$ cat src/spi_macros.svh
`ifndef SPI_MACROS_SVH
`define SPI_MACROS_SVH

// command word is op bit, register address and write data
`define SPI_CMD_WIDTH 12

`define SPI_READ_WIDTH 8

`define SPI_ADDR_BITS 3

// clk cycles per sclk half period
`define SPI_SCLK_HALF 4

// clk cycles with cs_n high between read address and read data
`define SPI_READ_GAP 100

`endif

$ cat src/spi_pkg.sv
`default_nettype none

package spi_pkg;

  // bit 11 of the command word
  typedef enum logic {
    OP_READ  = 1'b0,
    OP_WRITE = 1'b1
  } spi_op_e;

  typedef enum logic [2:0] {
    IDLE   = 3'd0, // waiting for an op with cs_n high
    W_DATA = 3'd1, // all command bits out on mosi
    R_ADDR = 3'd2, // op and address bits out
    R_GAP  = 3'd3, // cs_n high between read phases
    R_DATA = 3'd4, // read byte in from miso
    R_HOLD = 3'd5, // byte waits for the read stage
    FINISH = 3'd6  // one cycle cs_n high after a write
  } spi_state_e;

endpackage

`default_nettype wire

$ cat src/spi_cmd_stage.sv
`timescale 1ns/1ps
`default_nettype none

`include "spi_macros.svh"

module spi_cmd_stage
  import spi_pkg::*;
(
  input  wire                          clk,
  input  wire                          rst_n,
  input  wire                          cmd_valid,
  input  wire  [`SPI_CMD_WIDTH-1:0]    cmd_data,
  output logic                         cmd_ready,
  output logic                         op_valid,
  output spi_op_e                      op,
  output logic [`SPI_ADDR_BITS-1:0]    op_addr,
  output logic [`SPI_READ_WIDTH-1:0]   op_wdata,
  input  wire                          op_ready
);

  logic full;
  logic load;

  // free now, or freed by the engine on this edge
  assign cmd_ready = !full || op_ready;
  assign load      = cmd_valid && cmd_ready;
  assign op_valid  = full;

  always_ff @(posedge clk or negedge rst_n)
  begin
    if (!rst_n)
    begin
      full <= 1'b0;
    end
    else if (load)
    begin
      full <= 1'b1;
    end
    else if (op_ready)
    begin
      full <= 1'b0; // engine took the op
    end
  end

  // split the command word into its fields
  always_ff @(posedge clk)
  begin
    if (load)
    begin
      op       <= spi_op_e'(cmd_data[`SPI_CMD_WIDTH-1]);
      op_addr  <= cmd_data[`SPI_CMD_WIDTH-2 -: `SPI_ADDR_BITS];
      op_wdata <= cmd_data[`SPI_READ_WIDTH-1:0];
    end
  end

endmodule

`default_nettype wire

$ cat src/spi_frame_engine.sv
`timescale 1ns/1ps
`default_nettype none

`include "spi_macros.svh"

module spi_frame_engine
  import spi_pkg::*;
(
  input  wire                          clk,
  input  wire                          rst_n,
  input  wire                          op_valid,
  input  wire  spi_op_e                op,
  input  wire  [`SPI_ADDR_BITS-1:0]    op_addr,
  input  wire  [`SPI_READ_WIDTH-1:0]   op_wdata,
  output logic                         op_ready,
  output logic                         rd_in_valid,
  output logic [`SPI_READ_WIDTH-1:0]   rd_in_data,
  input  wire                          rd_in_ready,
  output logic                         sclk,
  output logic                         cs_n,
  output logic                         mosi,
  input  wire                          miso
);

  localparam int HALF_W     = $clog2(`SPI_SCLK_HALF + 1);
  localparam int BIT_W      = $clog2(`SPI_CMD_WIDTH + 1);
  localparam int GAP_W      = $clog2(`SPI_READ_GAP + 1);
  localparam int ADDR_PHASE = `SPI_ADDR_BITS + 1; // op bit plus address

  spi_state_e state;
  spi_state_e state_nxt;

  logic [HALF_W-1:0]          half_cnt;
  logic [BIT_W-1:0]           bit_cnt;
  logic [GAP_W-1:0]           gap_cnt;
  logic [`SPI_CMD_WIDTH-1:0]  tx_sr;
  logic [`SPI_READ_WIDTH-1:0] rx_sr;

  logic start;
  logic shifting;
  logic half_tick;
  logic sclk_rise;
  logic bit_end;
  logic last_bit;
  logic gap_done;

  assign op_ready    = (state == IDLE);
  assign rd_in_valid = (state == R_HOLD);
  assign rd_in_data  = rx_sr;

  assign start     = op_valid && op_ready;
  assign shifting  = (state == W_DATA) || (state == R_ADDR) || (state == R_DATA);
  assign half_tick = shifting && (half_cnt == HALF_W'(`SPI_SCLK_HALF - 1));
  assign sclk_rise = half_tick && !sclk;
  assign bit_end   = half_tick && sclk; // sclk falls here
  assign gap_done  = (state == R_GAP) && (gap_cnt == GAP_W'(`SPI_READ_GAP - 1));

  // frame length depends on the phase
  always_comb
  begin
    case (state)
      W_DATA:  last_bit = (bit_cnt == BIT_W'(`SPI_CMD_WIDTH - 1));
      R_ADDR:  last_bit = (bit_cnt == BIT_W'(ADDR_PHASE - 1));
      R_DATA:  last_bit = (bit_cnt == BIT_W'(`SPI_READ_WIDTH - 1));
      default: last_bit = 1'b0;
    endcase
  end

  always_comb
  begin
    state_nxt = state;
    case (state)
      IDLE:
        if (start)
          state_nxt = (op == OP_WRITE) ? W_DATA : R_ADDR;
      W_DATA:
        if (bit_end && last_bit)
          state_nxt = FINISH;
      R_ADDR:
        if (bit_end && last_bit)
          state_nxt = R_GAP;
      R_GAP:
        if (gap_done)
          state_nxt = R_DATA;
      R_DATA:
        if (bit_end && last_bit)
          state_nxt = R_HOLD;
      R_HOLD:
        if (rd_in_ready)
          state_nxt = IDLE;
      FINISH:
        state_nxt = IDLE;
      default:
        state_nxt = IDLE;
    endcase
  end

  always_ff @(posedge clk or negedge rst_n)
  begin
    if (!rst_n)
      state <= IDLE;
    else
      state <= state_nxt;
  end

  always_ff @(posedge clk or negedge rst_n)
  begin
    if (!rst_n)
    begin
      half_cnt <= '0;
      bit_cnt  <= '0;
      gap_cnt  <= '0;
    end
    else
    begin
      if (!shifting || half_tick)
        half_cnt <= '0;
      else
        half_cnt <= half_cnt + 1'b1;

      if (start || gap_done)
        bit_cnt <= '0; // new phase
      else if (bit_end)
        bit_cnt <= bit_cnt + 1'b1;

      if (state == R_GAP)
        gap_cnt <= gap_cnt + 1'b1;
      else
        gap_cnt <= '0;
    end
  end

  // spi pins
  always_ff @(posedge clk or negedge rst_n)
  begin
    if (!rst_n)
    begin
      sclk <= 1'b0;
      cs_n <= 1'b1;
      mosi <= 1'b0;
    end
    else
    begin
      if (half_tick)
        sclk <= ~sclk;
      else if (!shifting)
        sclk <= 1'b0;

      if (start || gap_done)
        cs_n <= 1'b0;
      else if (bit_end && last_bit)
        cs_n <= 1'b1;

      if (start)
        mosi <= (op == OP_WRITE); // msb goes out with cs_n
      else if (bit_end && last_bit)
        mosi <= 1'b0;
      else if (bit_end && state != R_DATA)
        mosi <= tx_sr[`SPI_CMD_WIDTH-2];
    end
  end

  always_ff @(posedge clk)
  begin
    if (start)
      tx_sr <= {op, op_addr, op_wdata};
    else if (bit_end)
      tx_sr <= {tx_sr[`SPI_CMD_WIDTH-2:0], 1'b0};

    if (state == R_DATA && sclk_rise)
      rx_sr <= {rx_sr[`SPI_READ_WIDTH-2:0], miso}; // msb first
  end

endmodule

`default_nettype wire

$ cat src/spi_read_stage.sv
`timescale 1ns/1ps
`default_nettype none

`include "spi_macros.svh"

module spi_read_stage (
  input  wire                          clk,
  input  wire                          rst_n,
  input  wire                          rd_in_valid,
  input  wire  [`SPI_READ_WIDTH-1:0]   rd_in_data,
  output logic                         rd_in_ready,
  output logic                         rd_valid,
  output logic [`SPI_READ_WIDTH-1:0]   rd_data,
  input  wire                          rd_ready
);

  logic full;
  logic load;

  assign rd_in_ready = !full || rd_ready; // host may drain on this edge
  assign load        = rd_in_valid && rd_in_ready;
  assign rd_valid    = full;

  always_ff @(posedge clk or negedge rst_n)
  begin
    if (!rst_n)
    begin
      full <= 1'b0;
    end
    else if (load)
    begin
      full <= 1'b1;
    end
    else if (rd_ready)
    begin
      full <= 1'b0;
    end
  end

  always_ff @(posedge clk)
  begin
    if (load)
      rd_data <= rd_in_data; // held until the host takes it
  end

endmodule

`default_nettype wire

$ cat src/spi_master_top.sv
`timescale 1ns/1ps
`default_nettype none

`include "spi_macros.svh"

module spi_master_top
  import spi_pkg::*;
(
  input  wire                          clk,
  input  wire                          rst_n,
  input  wire                          cmd_valid,
  input  wire  [`SPI_CMD_WIDTH-1:0]    cmd_data,
  output logic                         cmd_ready,
  output logic                         rd_valid,
  output logic [`SPI_READ_WIDTH-1:0]   rd_data,
  input  wire                          rd_ready,
  output logic                         sclk,
  output logic                         cs_n,
  output logic                         mosi,
  input  wire                          miso
);

  // command stage to frame engine
  logic                        op_valid;
  spi_op_e                     op;
  logic [`SPI_ADDR_BITS-1:0]   op_addr;
  logic [`SPI_READ_WIDTH-1:0]  op_wdata;
  logic                        op_ready;

  // frame engine to read stage
  logic                        rd_in_valid;
  logic [`SPI_READ_WIDTH-1:0]  rd_in_data;
  logic                        rd_in_ready;

  spi_cmd_stage cmd_stage0 (
    .clk       (clk),
    .rst_n     (rst_n),
    .cmd_valid (cmd_valid),
    .cmd_data  (cmd_data),
    .cmd_ready (cmd_ready),
    .op_valid  (op_valid),
    .op        (op),
    .op_addr   (op_addr),
    .op_wdata  (op_wdata),
    .op_ready  (op_ready)
  );

  spi_frame_engine frame_engine0 (
    .clk         (clk),
    .rst_n       (rst_n),
    .op_valid    (op_valid),
    .op          (op),
    .op_addr     (op_addr),
    .op_wdata    (op_wdata),
    .op_ready    (op_ready),
    .rd_in_valid (rd_in_valid),
    .rd_in_data  (rd_in_data),
    .rd_in_ready (rd_in_ready),
    .sclk        (sclk),
    .cs_n        (cs_n),
    .mosi        (mosi),
    .miso        (miso)
  );

  spi_read_stage read_stage0 (
    .clk         (clk),
    .rst_n       (rst_n),
    .rd_in_valid (rd_in_valid),
    .rd_in_data  (rd_in_data),
    .rd_in_ready (rd_in_ready),
    .rd_valid    (rd_valid),
    .rd_data     (rd_data),
    .rd_ready    (rd_ready)
  );

endmodule

`default_nettype wire

$ cat config.mk
export PLATFORM = sky130hd
export DESIGN_NAME = spi_master_top
export DESIGN_NICKNAME = d
export VERILOG_FILES = /design/src/spi_pkg.sv /design/src/spi_cmd_stage.sv /design/src/spi_frame_engine.sv /design/src/spi_read_stage.sv /design/src/spi_master_top.sv
export VERILOG_INCLUDE_DIRS = /design/src
export SDC_FILE = /design/constraint.sdc
export NUM_CORES = 1
export LEC_CHECK = 0
export BUFFER_PORTS_ARGS = -buffer_cell sky130_fd_sc_hd__buf_2
export CAP_MARGIN = 40
export CORE_MARGIN = 5
export CORE_UTILIZATION = 55
export DETAILED_ROUTE_END_ITERATION = 10
export GPL_TIMING_DRIVEN = 0
export HOLD_SLACK_MARGIN = 0.03
export PLACE_DENSITY_LB_ADDON = 0.12
export SYNTH_ARGS = -nofsm -noshare
export SYNTH_HDL_FRONTEND = slang
export SYNTH_SLANG_ARGS = --single-unit
$ cat constraint.sdc
create_clock -name clk -period 3.4 [get_ports clk]
set_clock_uncertainty 0.15 [all_clocks]
set_input_delay 0.34 -clock clk [delete_from_list [all_inputs] [get_ports clk]]
set_output_delay 0.34 -clock clk [all_outputs]
set_load 0.1 [all_outputs]
# Word-level counts from Yosys, hierarchy flattened
# Index checks and enable logic that the tools add are counted.
word_totals:
  input_bits: 17
  wordCells: 91
  output_inout_bits: 13
  register_bits: 61
op_classes:
  n_reduce_logical: 28
  addsub: 3
  muxes: 26
  n_eq_ne: 18
  bitwise_logic: 1
ops:
  columns: ["op", "count"]
  rows:
  - ["$mux W11", 2]
  - ["$mux W3", 7]
  - ["$pmux W3 S6", 1]
  - ["$mux W1", 11]
  - ["$logic_and A1 B1 Y1", 10]
  - ["$ne A2 B2 Y1 const B", 5]
  - ["$reduce_bool A2 Y1", 5]
  - ["$eq A3 B2 Y1 const B", 3]
  - ["$mux W4", 2]
  - ["$add A7 B1 Y7 const B", 1]
  - ["$eq A7 B7 Y1 const B", 1]
  - ["$mux W7", 1]
  - ["$eq A3 B3 Y1 const B", 2]
  - ["$logic_or A1 B1 Y1", 6]
  - ["$reduce_and A6 Y1", 1]
  - ["$add A4 B1 Y4 const B", 1]
  - ["$eq A4 B2 Y1 const B", 1]
  - ["$eq A4 B3 Y1 const B", 1]
  - ["$eq A4 B4 Y1 const B", 1]
  - ["$logic_not A1 Y1", 4]
  - ["$ne A2 B1 Y1 const B", 2]
  - ["$add A3 B1 Y3 const B", 1]
  - ["$eq A3 B1 Y1 const B", 1]
  - ["$logic_not A3 Y1", 1]
  - ["other kinds (5)", 5]

# Longest topological paths before layout
# Gate-level depths: netlist (run 1).
depth:
  word_depth: 9
  depth_mapped: 8

# Modules after synthesis
# Synthesis (run 1) repeated with hierarchy kept, for this count alone.
unflattened:
  cells_unflattened: 197
  hier_area_um2: 2533.7
by_module_without_submodules:
  columns: ["module", "area_each_um2", "seq_area_each_um2", "cells_per_inst", "n_inst"]
  rows:
  - ["spi_frame_engine", 1825.5, 1072.3, 169, 1]
  - ["spi_cmd_stage", 414.1, 385.4, 16, 1]
  - ["spi_read_stage", 294.0, 265.3, 12, 1]

# Worst setup path after synthesis (run 1)
# No wires, ideal clock.
synth_timing:
  path_type: "reg-to-reg"
  start: "reg frame_engine0.state[2]"
  end: "reg cmd_stage0.op (enable)"
  t_arrival_ns: 2.127
  stages_incl_launch_ff: 5
  path_slack_ns: 0.768
  setup_ns: 0.355
  path_buffers: 1
  required_ns: 2.895
  path_cell_list: "dfrtp_1 -> buf_2 -> nor3_1 -> nand2b_1 -> and2_1"
synth_between:
  elab_chain_cells: 3
synth_lines:
  columns: ["item", "line", "rtl"]
  rows:
  - ["from (decl)", "spi_frame_engine.sv:30", "spi_state_e state;"]
  - ["from (signal assigned)", "spi_frame_engine.sv:103", "state <= state_nxt;"]
  - ["$logic_not A3 Y1", "spi_frame_engine.sv:47", "assign op_ready = (state == IDLE);"]
  - ["$logic_or A1 B1 Y1", "spi_cmd_stage.sv:25", "assign cmd_ready = !full || op_ready;"]
  - ["named net cmd_ready", "spi_master_top.sv:13", "output logic cmd_ready,"]
  - ["$logic_and A1 B1 Y1", "spi_cmd_stage.sv:26", "assign load = cmd_valid && cmd_ready;"]
  - ["named net cmd_stage0.load", "spi_cmd_stage.sv:22", "logic load;"]
  - ["to (signal assigned)", "spi_cmd_stage.sv:50", "op <= spi_op_e'(cmd_data[`SPI_CMD_WIDTH-1]);"]
  - ["to (decl)", "spi_cmd_stage.sv:15", "output spi_op_e op,"]
# The timed path passes the listed nets, and every way through them passes these cells.
# A chain may end at the register's enable or synchronous reset.

# Worst setup path in the final report (run 1)
layout_timing:
  start: "reg frame_engine0.state[2]"
  end: "out cmd_ready"
layout_between:
  elab_chain_cells: 2
layout_lines:
  columns: ["item", "line"]
  rows:
  - ["$logic_not A3 Y1", "spi_frame_engine.sv:47"]
  - ["$logic_or A1 B1 Y1", "spi_cmd_stage.sv:25"]
  - ["to (decl)", "spi_master_top.sv:13"]
# Every way passes these cells.

==> results by group, run 1 <==
Status
  • Status: finished clean

Clock tree
  • Post-CTS Resized: 0
  • Max H-tree Level: 3
  • Sink Count: 61
  • Clock slew at reported path FFs: 0.06 ns
  • Total CTS buffers: 9
  • Post-CTS Setup Bufs: 0
  • CTS Buffer Depth: 2
  • Skew-Pair Late Insertion Delay: 0.32 ns
  • CTS tree: yes
  • Root buf cell: clkbuf_8
  • # hold bufs at CTS: 5

Floorplanning
  • Num ports: 30
  • Die width: 77.6 um
  • Die height: 77.6 um
  • CORE AREA: 4380 sq um
  • DIE AREA: 6020 sq um
  • Std-Cell Rows: 24
  • Initial core utilization: 0.573

Logic synthesis
  • Count leader, synth: nand2_1
  • Dominant cell type by area after synthesis: edfxtp_1
  • Synthesized flop and latch total: 61
  • YS warnings: 0
  • Async SR Flop Fraction: 0.361
  • Post-synth top area share: 0.466
  • Post-synth EDFFs: 39
  • Post-synth top cells: nand2_1, edfxtp_1, dfrtp_1
  • Syn_nets: 221
  • Avg Cell Area, Syn: 12.6 sq um
  • Mapped Area: 2510 sq um
  • Post-synthesis instance total: 200
  • Synth top area cells: edfxtp_1, dfrtp_1, nand2_1, xnor2_1, ha_1
  • Primary FF master, synth: edfxtp_1
  • Synth cell types: 38
  • Sequential area share after synthesis: 0.686

STA
  • Max-slew violation count: 0
  • Final hold violation count: 0
  • Final setup TNS: 0 ns
  • Fin crit share: 0.722
  • Peak Freq: 408 MHz
  • Slew margin rel.: 0.645
  • Slew @ Worst Pin: 0.533 ns
  • Unrepaired setup endpoints after global routing: false
  • # setup viols final: 0
  • Min Tclk post-route: 2.45 ns

Power
  • Maximum VDD drop: 0.546 mV
  • PD cells: 797 nW/um^2
  • Leakage: 1.24 nW

Detailed routing
  • Routed Antenna Nets: 0
  • DR vias: 1664
  • # DRC: 0
  • First-pass detailed-route iteration total: 4
  • DR iter-0 viols: 84
  • Final wirelength: 4250 um
  • Wire per inst: 13.8 um
  • Vias per Instance: 5.40

Worst setup path
  • WP data required: 2.91 ns
  • Critical Path Fanout Max: 10
  • Critical Path Most Common Cell: buf_2
  • CP Launch Type: flip-flop
  • CP endpoint kind: output pin
  • WS Path Type: flip-flop to output pin
  • Cells along the critical path: buf_2 -> nor3_1 -> nand2b_1 -> buf_2
  • Largest stage delay, worst path: 0.45 ns
  • CP max stage cell: dfrtp_1
  • Buf/Inv on CP: 2
  • CP arrival: 1.96 ns
  • CP delay by family, top: buffers and inverters

Global routing
  • Total gr overflow: 0
  • First-pass GRT wire length: 7400 um
  • Total GRT Usage: 0.154
  • Pin count of the biggest net entering global routing: 23
  • Vias in the first global route: 1680
  • Initial antenna violation count: 0

Placement
  • Routability congestion estimate: 0.814
  • Placed inst area: 2740 sq um
  • Cells after DPL: 283
  • Final HPWL DP: 2990 um
  • Port Buffers: 29

Final layout
  • Layout Nets: 272
  • Final Cell Area: 3020 sq um
  • Post-Layout Cell Count: 308
  • Antenna diodes: 0
  • Area delta synth->final: 20.1%
  • Ratio of cells with drive above 1 in the final layout: 0.215
  • Fillers: 327

Worst hold path
  • Hold WC Path Type: primary input to flip-flop

Job
  • Max-capacitance violation count: 0
-- where the power goes --
| group | internal (mW) | switching [mW] | leakage [nW] |
|---|---|---|---|
| combinational | 0.242 | 0.545 | 0.503 |
| sequential | 0.972 | 0.0545 | 0.647 |
| clock | 0.334 | 0.258 | 0.0907 |
-- cell usage in the layout, fill, tap and decap left out, types with 4 or more instances in the layout --
| cell | netlist | layout |
|---|---|---|
| clkbuf_8 | 0 | 9 |
| xnor2_1 | 6 | 6 |
| clkbuf_1 | 2 | 4 |
| nor3_1 | 7 | 7 |
| o21ai_0 | 7 | 6 |
| a21oi_1 | 6 | 6 |
| or3_1 | 4 | 4 |
| edfxtp_1 | 39 | 39 |
| dfrtp_1 | 21 | 21 |
| ha_1 | 4 | 4 |
| nor2b_1 | 4 | 4 |
| nand2b_1 | 6 | 6 |
| nand3_1 | 5 | 5 |
| dlygate4sd3_1 | 0 | 9 |
| buf_2 | 5 | 34 |
| nand2_1 | 41 | 41 |
| nor2_1 | 11 | 11 |
-- metrics by stage --
stage                      util  total power, mW  setup WS (ns)  hold slack [ns]
after detailed placement  0.626             1.82           1.02            0.184
after global routing      0.688             2.56          0.801           0.0318
after global placement    0.621             1.79          0.484            0.173
final                     0.688             2.41          0.946           0.0408
after CTS                 0.679             2.42          0.956           0.0300
after floorplan               -             1.65          0.768           -0.106
-- registers in the layout (all words and copies together) (netlist names) --
register	flops
frame_engine0.half_cnt	3
frame_engine0.tx_sr	11
cmd_stage0.op_valid	1
frame_engine0.sclk	1
frame_engine0.bit_cnt	4
cmd_stage0.op_wdata	8
read_stage0.rd_valid	1
cmd_stage0.op_addr	3
frame_engine0.rd_in_data	8
read_stage0.rd_data	8
frame_engine0.mosi	1
frame_engine0.gap_cnt	7
cmd_stage0.op	1
frame_engine0.state	3
frame_engine0.cs_n	1
-- per-layer routing --
| metal | GRT usage | part of all wire | vias to the layer above |
|---|---|---|---|
| li1 | - | - | 811 |
| met1 | 0.193 | 0.43 | 789 |
| met2 | 0.240 | 0.49 | 52 |
| met3 | 0.0428 | 0.062 | 12 |
| met4 | 0.0893 | 0.026 | 0 |
| met5 | 0 | 0 | - |
-- cell families after synthesis --
family	Yosys count	share of synthesized area
AND/OR/NAND/NOR	91	0.173
multiplexers	3	0.0144
flip-flops	61	0.686
XOR/XNOR	8	0.0279
adder cells (fa/ha/maj)	4	0.0199
buffers and inverters	10	0.0189
AO/OA/AOI/OAI	23	0.0598
-- path summary, 6_finish.rpt --
check                                            start                  endpoint  slack [ns]  cells past startpoint
max                             frame_engine0.state[2]                 cmd_ready        0.95                      4
max in group asynchronous                        rst_n        frame_engine0.cs_n        2.38                      2
min in group asynchronous                        rst_n  frame_engine0.bit_cnt[2]        0.37                      2
max reg2reg                     frame_engine0.state[2]    frame_engine0.tx_sr[5]        0.99                      6
min                                        cmd_data[0]    cmd_stage0.op_wdata[0]        0.04                      1
min reg2reg                frame_engine0.rd_in_data[7]    read_stage0.rd_data[7]        0.28                      0
-- area by class of cell --
| type | count | area, sq um | share of cell area |
|---|---|---|---|
| tap | 52 | 65.1 | 0.0216 |
| sequential | 61 | 1720 | 0.571 |
| multi-input combinational | 129 | 748 | 0.248 |
| timing repair buffer | 40 | 250 | 0.0830 |
| inverter | 2 | 7.51 | 0.00249 |
| buffer | 8 | 40.0 | 0.0133 |
| clock buffer | 11 | 131 | 0.0436 |
| clock inverter | 5 | 51.3 | 0.0170 |
No activity file was read; power rests on OpenSTA's default activity.
==> run 2, diff against run 1 <==
--- a/config.mk
+++ b/config.mk
@@ -6,6 +6,7 @@
 export SDC_FILE = /design/constraint.sdc
 export NUM_CORES = 1
 export LEC_CHECK = 0
+export ABC_AREA = 1
 export BUFFER_PORTS_ARGS = -buffer_cell sky130_fd_sc_hd__buf_2
 export CAP_MARGIN = 40
 export CORE_MARGIN = 5
==> constraint.sdc (replaced) <==
create_clock -name clk -period 2.5 [get_ports clk]
set_clock_uncertainty 0.15 [all_clocks]
set_input_delay 0.25 -clock clk [delete_from_list [all_inputs] [get_ports clk]]
set_output_delay 0.25 -clock clk [all_outputs]
set_load 0.1 [all_outputs]
==> run 2 against run 1 <==
Final area increased by 4.2%. Sequential power grew 47%. Synthesized cell count grew 14%. Critical path depth grew 2. Largest cell class unchanged. Routed wire length up 3.7%. Total power grew 56%.
==> results by group, run 2 <==
Logic synthesis
  • Avg Cell Area, Syn: 11.2 sq um (was 12.6 sq um)
  • Synth top area cells: edfxtp_1, dfrtp_1, nand2_1, nand3_1, inv_1 (was edfxtp_1, dfrtp_1, nand2_1, xnor2_1, ha_1)
  • Primary FF master, synth: edfxtp_1 (unchanged)
  • Dominant cell type by area after synthesis: edfxtp_1 (unchanged)
  • Post-synth top area share: 0.462 (was 0.466)
  • Count leader, synth: nand2_1 (unchanged)
  • Async SR Flop Fraction: 0.361 (unchanged)
  • Simple-Gate Fraction of Synth Area: 0.224 (was 0.173)
  • Largest family of logic cells by synthesized area: simple AND/OR/NAND/NOR gates (unchanged)
  • Post-synth EDFFs: 39 (unchanged)
  • Post-synthesis instance total: 227 (was 200)
  • Compound-Gate Fraction of Synth Area: 0.0345 (was 0.0598)
  • Synthesized flop and latch total: 61 (unchanged)
  • Post-synth top cells: nand2_1, edfxtp_1, inv_1 (was nand2_1, edfxtp_1, dfrtp_1)
  • Post-synthesis adder-cell area fraction: 0.0197 (was 0.0199)
  • YS warnings: 0 (unchanged)
  • Sequential area share after synthesis: 0.679 (was 0.686)
  • Post-synthesis mux area share: 0 (was 0.0144)
  • Synth cell types: 25 (was 38)
  • Mapped Area: 2540 sq um (was 2510 sq um)
  • Synth Area in XOR/XNOR: 0 (was 0.0279)
  • Syn_nets: 248 (was 221)

Worst hold path
  • Hold Path Depth: 4 (was 1)
  • Worst hold path endpoint: read_stage0.rd_valid (was cmd_stage0.op_wdata[0])
  • HP Start: rd_ready (was cmd_data[0])
  • Hold WC Path Type: primary input to flip-flop (unchanged)

Clock tree
  • CTS tree: yes (unchanged)
  • Clock slew at reported path FFs: 0.07 ns (was 0.06 ns)
  • Max H-tree Level: 3 (unchanged)
  • # hold bufs at CTS: 15 (was 5)
  • Total CTS buffers: 9 (unchanged)
  • Post-CTS Setup Bufs: 0 (unchanged)
  • Skew-Pair Late Insertion Delay: 0.33 ns (was 0.32 ns)
  • Sink Count: 61 (unchanged)
  • Post-CTS Resized: 0 (unchanged)
  • Root buf cell: clkbuf_8 (unchanged)
  • CTS Buffer Depth: 2 (unchanged)

Placement
  • Post-Place Worst Slack: 0.234 ns (was 1.02 ns)
  • Port Buffers: 29 (unchanged)
  • Final HPWL DP: 2910 um (was 2990 um)
  • Routability congestion estimate: 0.853 (was 0.814)

Worst setup path
  • CP arrival: 2.12 ns (was 1.96 ns)
  • CP startpoint: frame_engine0.state[1] (was frame_engine0.state[2])
  • R2R Path Start: frame_engine0.state[1] (was frame_engine0.state[2])
  • WP data required: 2.32 ns (was 2.91 ns)
  • CP endpoint kind: flip-flop (was output pin)
  • CP Launch Type: flip-flop (unchanged)
  • Reg-to-reg setup timing slack: 0.20 ns (was 0.99 ns)
  • R2R cell count: 6 (unchanged)
  • WS Path Type: flip-flop to flip-flop (was flip-flop to output pin)
  • RR Endpoint: frame_engine0.tx_sr[10] (was frame_engine0.tx_sr[5])
  • Critical Path Fanout Max: 11 (was 10)

Final layout
  • Antenna diodes: 0 (unchanged)
  • Max FFs per register: 11 (unchanged)
  • Commonest non-fill, non-tap cell in the layout: nand2_1 (unchanged)
  • Most flop-heavy register: frame_engine0.tx_sr (unchanged)
  • Ratio of cells with drive above 1 in the final layout: 0.219 (was 0.215)
  • Commonest non-fill, non-tap cells in the layout: nand2_1, edfxtp_1, buf_2 (unchanged)
  • Layout Nets: 304 (was 272)
  • Final Core Density: 0.712 (was 0.688)
  • Area delta synth->final: 23.9% (was 20.1%)

Global routing
  • Total gr overflow: 0 (unchanged)
  • Initial antenna violation count: 0 (unchanged)
  • Pin count of the biggest net entering global routing: 23 (unchanged)
  • Vias in the first global route: 1721 (was 1680)
  • First-pass GRT wire length: 7690 um (was 7400 um)
  • Total GRT Usage: 0.160 (was 0.154)

Power
  • Leakage: 1.40 nW (was 1.24 nW)
  • PD cells: 1200 nW/um^2 (was 797 nW/um^2)
  • Total Power: 3.76 mW (was 2.41 mW)
  • Maximum VDD drop: 0.623 mV (was 0.546 mV)

Detailed routing
  • Final wirelength: 4410 um (was 4250 um)
  • DR iter-0 viols: 64 (was 84)
  • First-pass detailed-route iteration total: 4 (unchanged)
  • # DRC: 0 (unchanged)
  • Routed Antenna Nets: 0 (unchanged)
  • Vias per Instance: 5.05 (was 5.40)
  • Wire per inst: 13.0 um (was 13.8 um)
  • DR vias: 1718 (was 1664)

STA
  • Slew margin rel.: 0.608 (was 0.645)
  • Unrepaired setup endpoints after global routing: false (unchanged)
  • Final hold violation count: 0 (unchanged)
  • # setup viols final: 0 (unchanged)
  • Fin crit share: 0.920
  • Peak Freq: 435 MHz
  • Slew @ Worst Pin: 0.586 ns (was 0.533 ns)
  • Min Tclk post-route: 2.30 ns
  • Max-slew violation count: 0 (unchanged)
  • Final setup TNS: 0 ns (unchanged)
  • Final WS setup: 0.201 ns (was 0.946 ns)

Job
  • Max-capacitance violation count: 0 (unchanged)

Floorplanning
  • Num ports: 30 (unchanged)
  • Die width: 77.9 um (was 77.6 um)
  • Initial core utilization: 0.575 (was 0.573)
  • Die height: 77.9 um (was 77.6 um)
  • Std-Cell Rows: 24 (unchanged)
  • CORE AREA: 4410 sq um (was 4380 sq um)
  • DIE AREA: 6070 sq um (was 6020 sq um)

Status
  • Status: finished clean (unchanged)
[run 2: changes by cell type in the layout (fill, tap and decap cells not counted), sizes merged, moves of 4 or more]
cell,before,now
nand2b,6,0
or3,4,0
xnor2,6,0
dlygate4sd3,9,15
nand3,6,21
nor2,11,20
buf,37,32
nor2b,4,0
nand2,41,67
inv,2,26
clkbuf,13,9
[run 2: layer usage]
metal	wire, um	track usage
met3	240	0.0428
met4	74	0.0676
met2	2090	0.253
met5	0	0
met1	2010	0.210
[run 2: cells by family after synthesis]
logic type / count (synthesis)
compound gates: 16
fa+ha+maj: 4
buf+inv: 28
flops: 61
simple gates: 118
[run 2: where the power goes]
| group | total [mW] | internal (mW) | leakage [nW] | switching [mW] |
|---|---|---|---|---|
| registers | 1.51 | 1.38 | 0.652 | 0.126 |
| logic | 1.22 | 0.316 | 0.630 | 0.905 |
| clock network | 1.03 | 0.657 | 0.115 | 0.377 |
| total | 3.76 | 2.35 | 1.40 | 1.41 |
[run 2: metrics by stage]
step	std cells	instance area [sq um]	hold WS, ns
floorplan	227	2540	-0.196
global placement	308	2750	0.0937
detailed placement	309	2760	0.0985
CTS	340	3140	0.0562
global route	340	3140	0.0982
finish	340	3140	0.0641
[run 2: cell type report]
class | instances | area [sq um]
Buffer | 2 | 10.0
Clock buffer | 9 | 124
Clock inverter | 7 | 114
Fill cell | 330 | 1270
Inverter | 26 | 97.6
Multi-Input combinational cell | 138 | 707
Sequential cell | 61 | 1720
Tap cell | 52 | 65.1
Timing Repair Buffer | 45 | 303
[run 2: worst max-delay path by stage]
stage / endpoint / slack, ns / cells after the start
global placement: cmd_stage0.op / 0.18 / 3
detailed placement: frame_engine0.tx_sr[5] / 0.23 / 6
CTS: frame_engine0.tx_sr[10] / 0.21 / 6
global route: frame_engine0.tx_sr[9] / 0.03 / 6
floorplan: frame_engine0.tx_sr[0] / 0.51 / 2
finish: frame_engine0.tx_sr[10] / 0.20 / 6
[run 2: worst max-delay path, cell delays in order, from the launching register on]
cell	delay, ns
dfrtp_1	0.49
nor2_4	0.23
nand2_1	0.16
nor2_1	0.24
inv_2	0.10
buf_2	0.20
nand2_1	0.38
==> run 3, diff against run 2 <==
--- a/config.mk
+++ b/config.mk
@@ -8,11 +8,9 @@
 export LEC_CHECK = 0
 export ABC_AREA = 1
 export BUFFER_PORTS_ARGS = -buffer_cell sky130_fd_sc_hd__buf_2
-export CAP_MARGIN = 40
 export CORE_MARGIN = 5
 export CORE_UTILIZATION = 55
 export DETAILED_ROUTE_END_ITERATION = 10
-export GPL_TIMING_DRIVEN = 0
 export HOLD_SLACK_MARGIN = 0.03
 export PLACE_DENSITY_LB_ADDON = 0.12
 export SYNTH_ARGS = -nofsm -noshare
==> run 3 against run 2 <==
Die area stayed put. Count of clock-buffer cells in the layout stayed put. Critical endpoint is now cmd_ready. Highest routed layer unchanged. Final cell count is 0.59% lower. Worst setup slack better by 0.15 ns. Hold slack better by 0.0096 ns.
==> results by group, run 3 (synthesis gave the netlist of run 2 again) <==
Clock tree
  • CTS Buffer Depth: 2 (unchanged)
  • Total CTS buffers: 9 (unchanged)
  • Sink Count: 61 (unchanged)
  • CTS tree: yes (unchanged)
  • Skew-Pair Late Insertion Delay: 0.34 ns (was 0.33 ns)
  • Root buf cell: clkbuf_8 (unchanged)
  • Clock slew at reported path FFs: 0.06 ns (was 0.07 ns)
  • Max H-tree Level: 3 (unchanged)

Final layout
  • Area delta synth->final: 23.3% (was 23.9%)
  • Final Cell Area: 3130 sq um (was 3140 sq um)
  • Commonest non-fill, non-tap cells in the layout: nand2_1, edfxtp_1, buf_2 (unchanged)
  • Max FFs per register: 11 (unchanged)
  • Ratio of cells with drive above 1 in the final layout: 0.213 (was 0.219)
  • Final Core Density: 0.709 (was 0.712)
  • Antenna diodes: 0 (unchanged)
  • Fillers: 331 (was 330)
  • Layout Nets: 303 (was 304)
  • Commonest non-fill, non-tap cell in the layout: nand2_1 (unchanged)
  • Most flop-heavy register: frame_engine0.tx_sr (unchanged)

STA
  • WHS: 0.0737 ns (was 0.0641 ns)
  • Final setup TNS: 0 ns (unchanged)
  • Slew margin rel.: 0.609 (was 0.608)
  • Final hold violation count: 0 (unchanged)
  • Unrepaired setup endpoints after global routing: false (unchanged)
  • Fin crit share: 0.861 (was 0.920)
  • Slew @ Worst Pin: 0.584 ns (was 0.586 ns)
  • # setup viols final: 0 (unchanged)
  • Max-slew violation count: 0 (unchanged)
  • Min Tclk post-route: 2.15 ns (was 2.30 ns)
  • Peak Freq: 464 MHz (was 435 MHz)

Placement
  • Port Buffers: 29 (unchanged)
  • Routability congestion estimate: 0.869 (was 0.853)
  • Placed inst area: 2750 sq um (was 2760 sq um)
  • Final HPWL DP: 2950 um (was 2910 um)

Global routing
  • Met3 usage: 0.0475 (was 0.0428)
  • First-pass GRT wire length: 7560 um (was 7690 um)
  • Met2 Usage GRT: 0.240 (was 0.253)
  • Initial antenna violation count: 0 (unchanged)
  • Total gr overflow: 0 (unchanged)
  • Pin count of the biggest net entering global routing: 23 (unchanged)
  • Vias in the first global route: 1648 (was 1721)
  • Total GRT Usage: 0.161 (was 0.160)
  • Grt met1 use: 0.210 (about the same)
  • Busiest grt layer: met2 (unchanged)

Power
  • Leakage: 1.39 nW (was 1.40 nW)
  • PD cells: 1190 nW/um^2 (was 1200 nW/um^2)
  • Maximum VDD drop: 0.623 mV (about the same)

Floorplanning
  • Std-Cell Rows: 24 (unchanged)
  • Num ports: 30 (unchanged)
  • Initial core utilization: 0.575 (unchanged)
  • Die height: 77.9 um (unchanged)
  • Die width: 77.9 um (unchanged)
  • CORE AREA: 4410 sq um (unchanged)
  • DIE AREA: 6070 sq um (unchanged)

Worst setup path
  • Critical Path Fanout Max: 8 (was 11)
  • WP data required: 2.10 ns (was 2.32 ns)
  • WS Path Type: flip-flop to output pin (was flip-flop to flip-flop)
  • CP Launch Type: flip-flop (unchanged)
  • CP arrival: 1.75 ns (was 2.12 ns)
  • CP endpoint kind: output pin (was flip-flop)

Detailed routing
  • First-pass detailed-route iteration total: 5 (was 4)
  • Wire per inst: 12.9 um (was 13.0 um)
  • Vias per Instance: 4.94 (was 5.05)
  • Final wirelength: 4380 um (was 4410 um)
  • DR vias: 1670 (was 1718)
  • Routed Antenna Nets: 0 (unchanged)
  • DR iter-0 viols: 67 (was 64)
  • # DRC: 0 (unchanged)

Job
  • Max-capacitance violation count: 0 (unchanged)

Status
  • Status: finished clean (unchanged)

Worst hold path
  • Hold WC Path Type: primary input to flip-flop (unchanged)
==> run 3: cell types whose count changed in the layout (fill, tap and decap cells not counted) <==
cell / before / now
clkinvlp_4: 1 / 0
buf_2: 31 / 29
clkinv_4: 1 / 0
clkinv_2: 0 / 1
buf_4: 1 / 2
==> run 3: worst paths after layout <==
kind / startpoint / end / slack [ns] / cells past startpoint
setup / recovery: frame_engine0.state[1] / cmd_ready / 0.35 / 4
hold / removal: rd_ready / read_stage0.rd_valid / 0.07 / 4
setup reg to reg: frame_engine0.state[1] / frame_engine0.tx_sr[10] / 0.45 / 5
hold reg to reg: frame_engine0.rd_in_data[7] / read_stage0.rd_data[7] / 0.27 / 0
max in group asynchronous: rst_n / frame_engine0.cs_n / 1.59 / 2
min in group asynchronous: rst_n / frame_engine0.half_cnt[0] / 0.26 / 2
==> run 3: worst max-delay path, cell delays in order (launching register included) <==
cell and delay, ns:
dfrtp_1 0.48, nor2_4 0.23, nand2_1 0.16, nand2_1 0.12, buf_2 0.43
==> run 3: through the flow <==
stage	total power, mW	setup WS, ns	instances
global placement	2.70	0.539	308
detailed placement	2.73	0.453	308
CTS	3.75	0.365	338
global route	3.96	0.266	338
finish	3.73	0.347	338
floorplan	2.47	0.511	227
==> run 3: area by class of cell <==
class                      count  area (sq um)  area share
clock buffer                   9           124      0.0396
multi-input combinational    138           707       0.226
timing repair buffer          46           310      0.0992
clock inverter                 6           103      0.0328
tap                           52          65.1      0.0208
inverter                      26          97.6      0.0312
sequential                    61          1720       0.551
==> run 3: per-layer routing <==
metal  vias up  part of all wire
li1        869                 -
met1       759              0.47
met2        33              0.46
met3         9             0.057
met4         0             0.016
met5         -                 0
==> run 3: repair_timing <==
item | CTS | global route
buffers inserted | 0 | 0
hold buffers | 15 | 0
gates resized for setup | 0 | 0
hold endpoints to repair | 35 | 0
==> run 3: report_power, final <==
group	internal, mW	switching (mW)
Sequential	1.38	0.119
Clock	0.647	0.356
Combinational	0.314	0.912
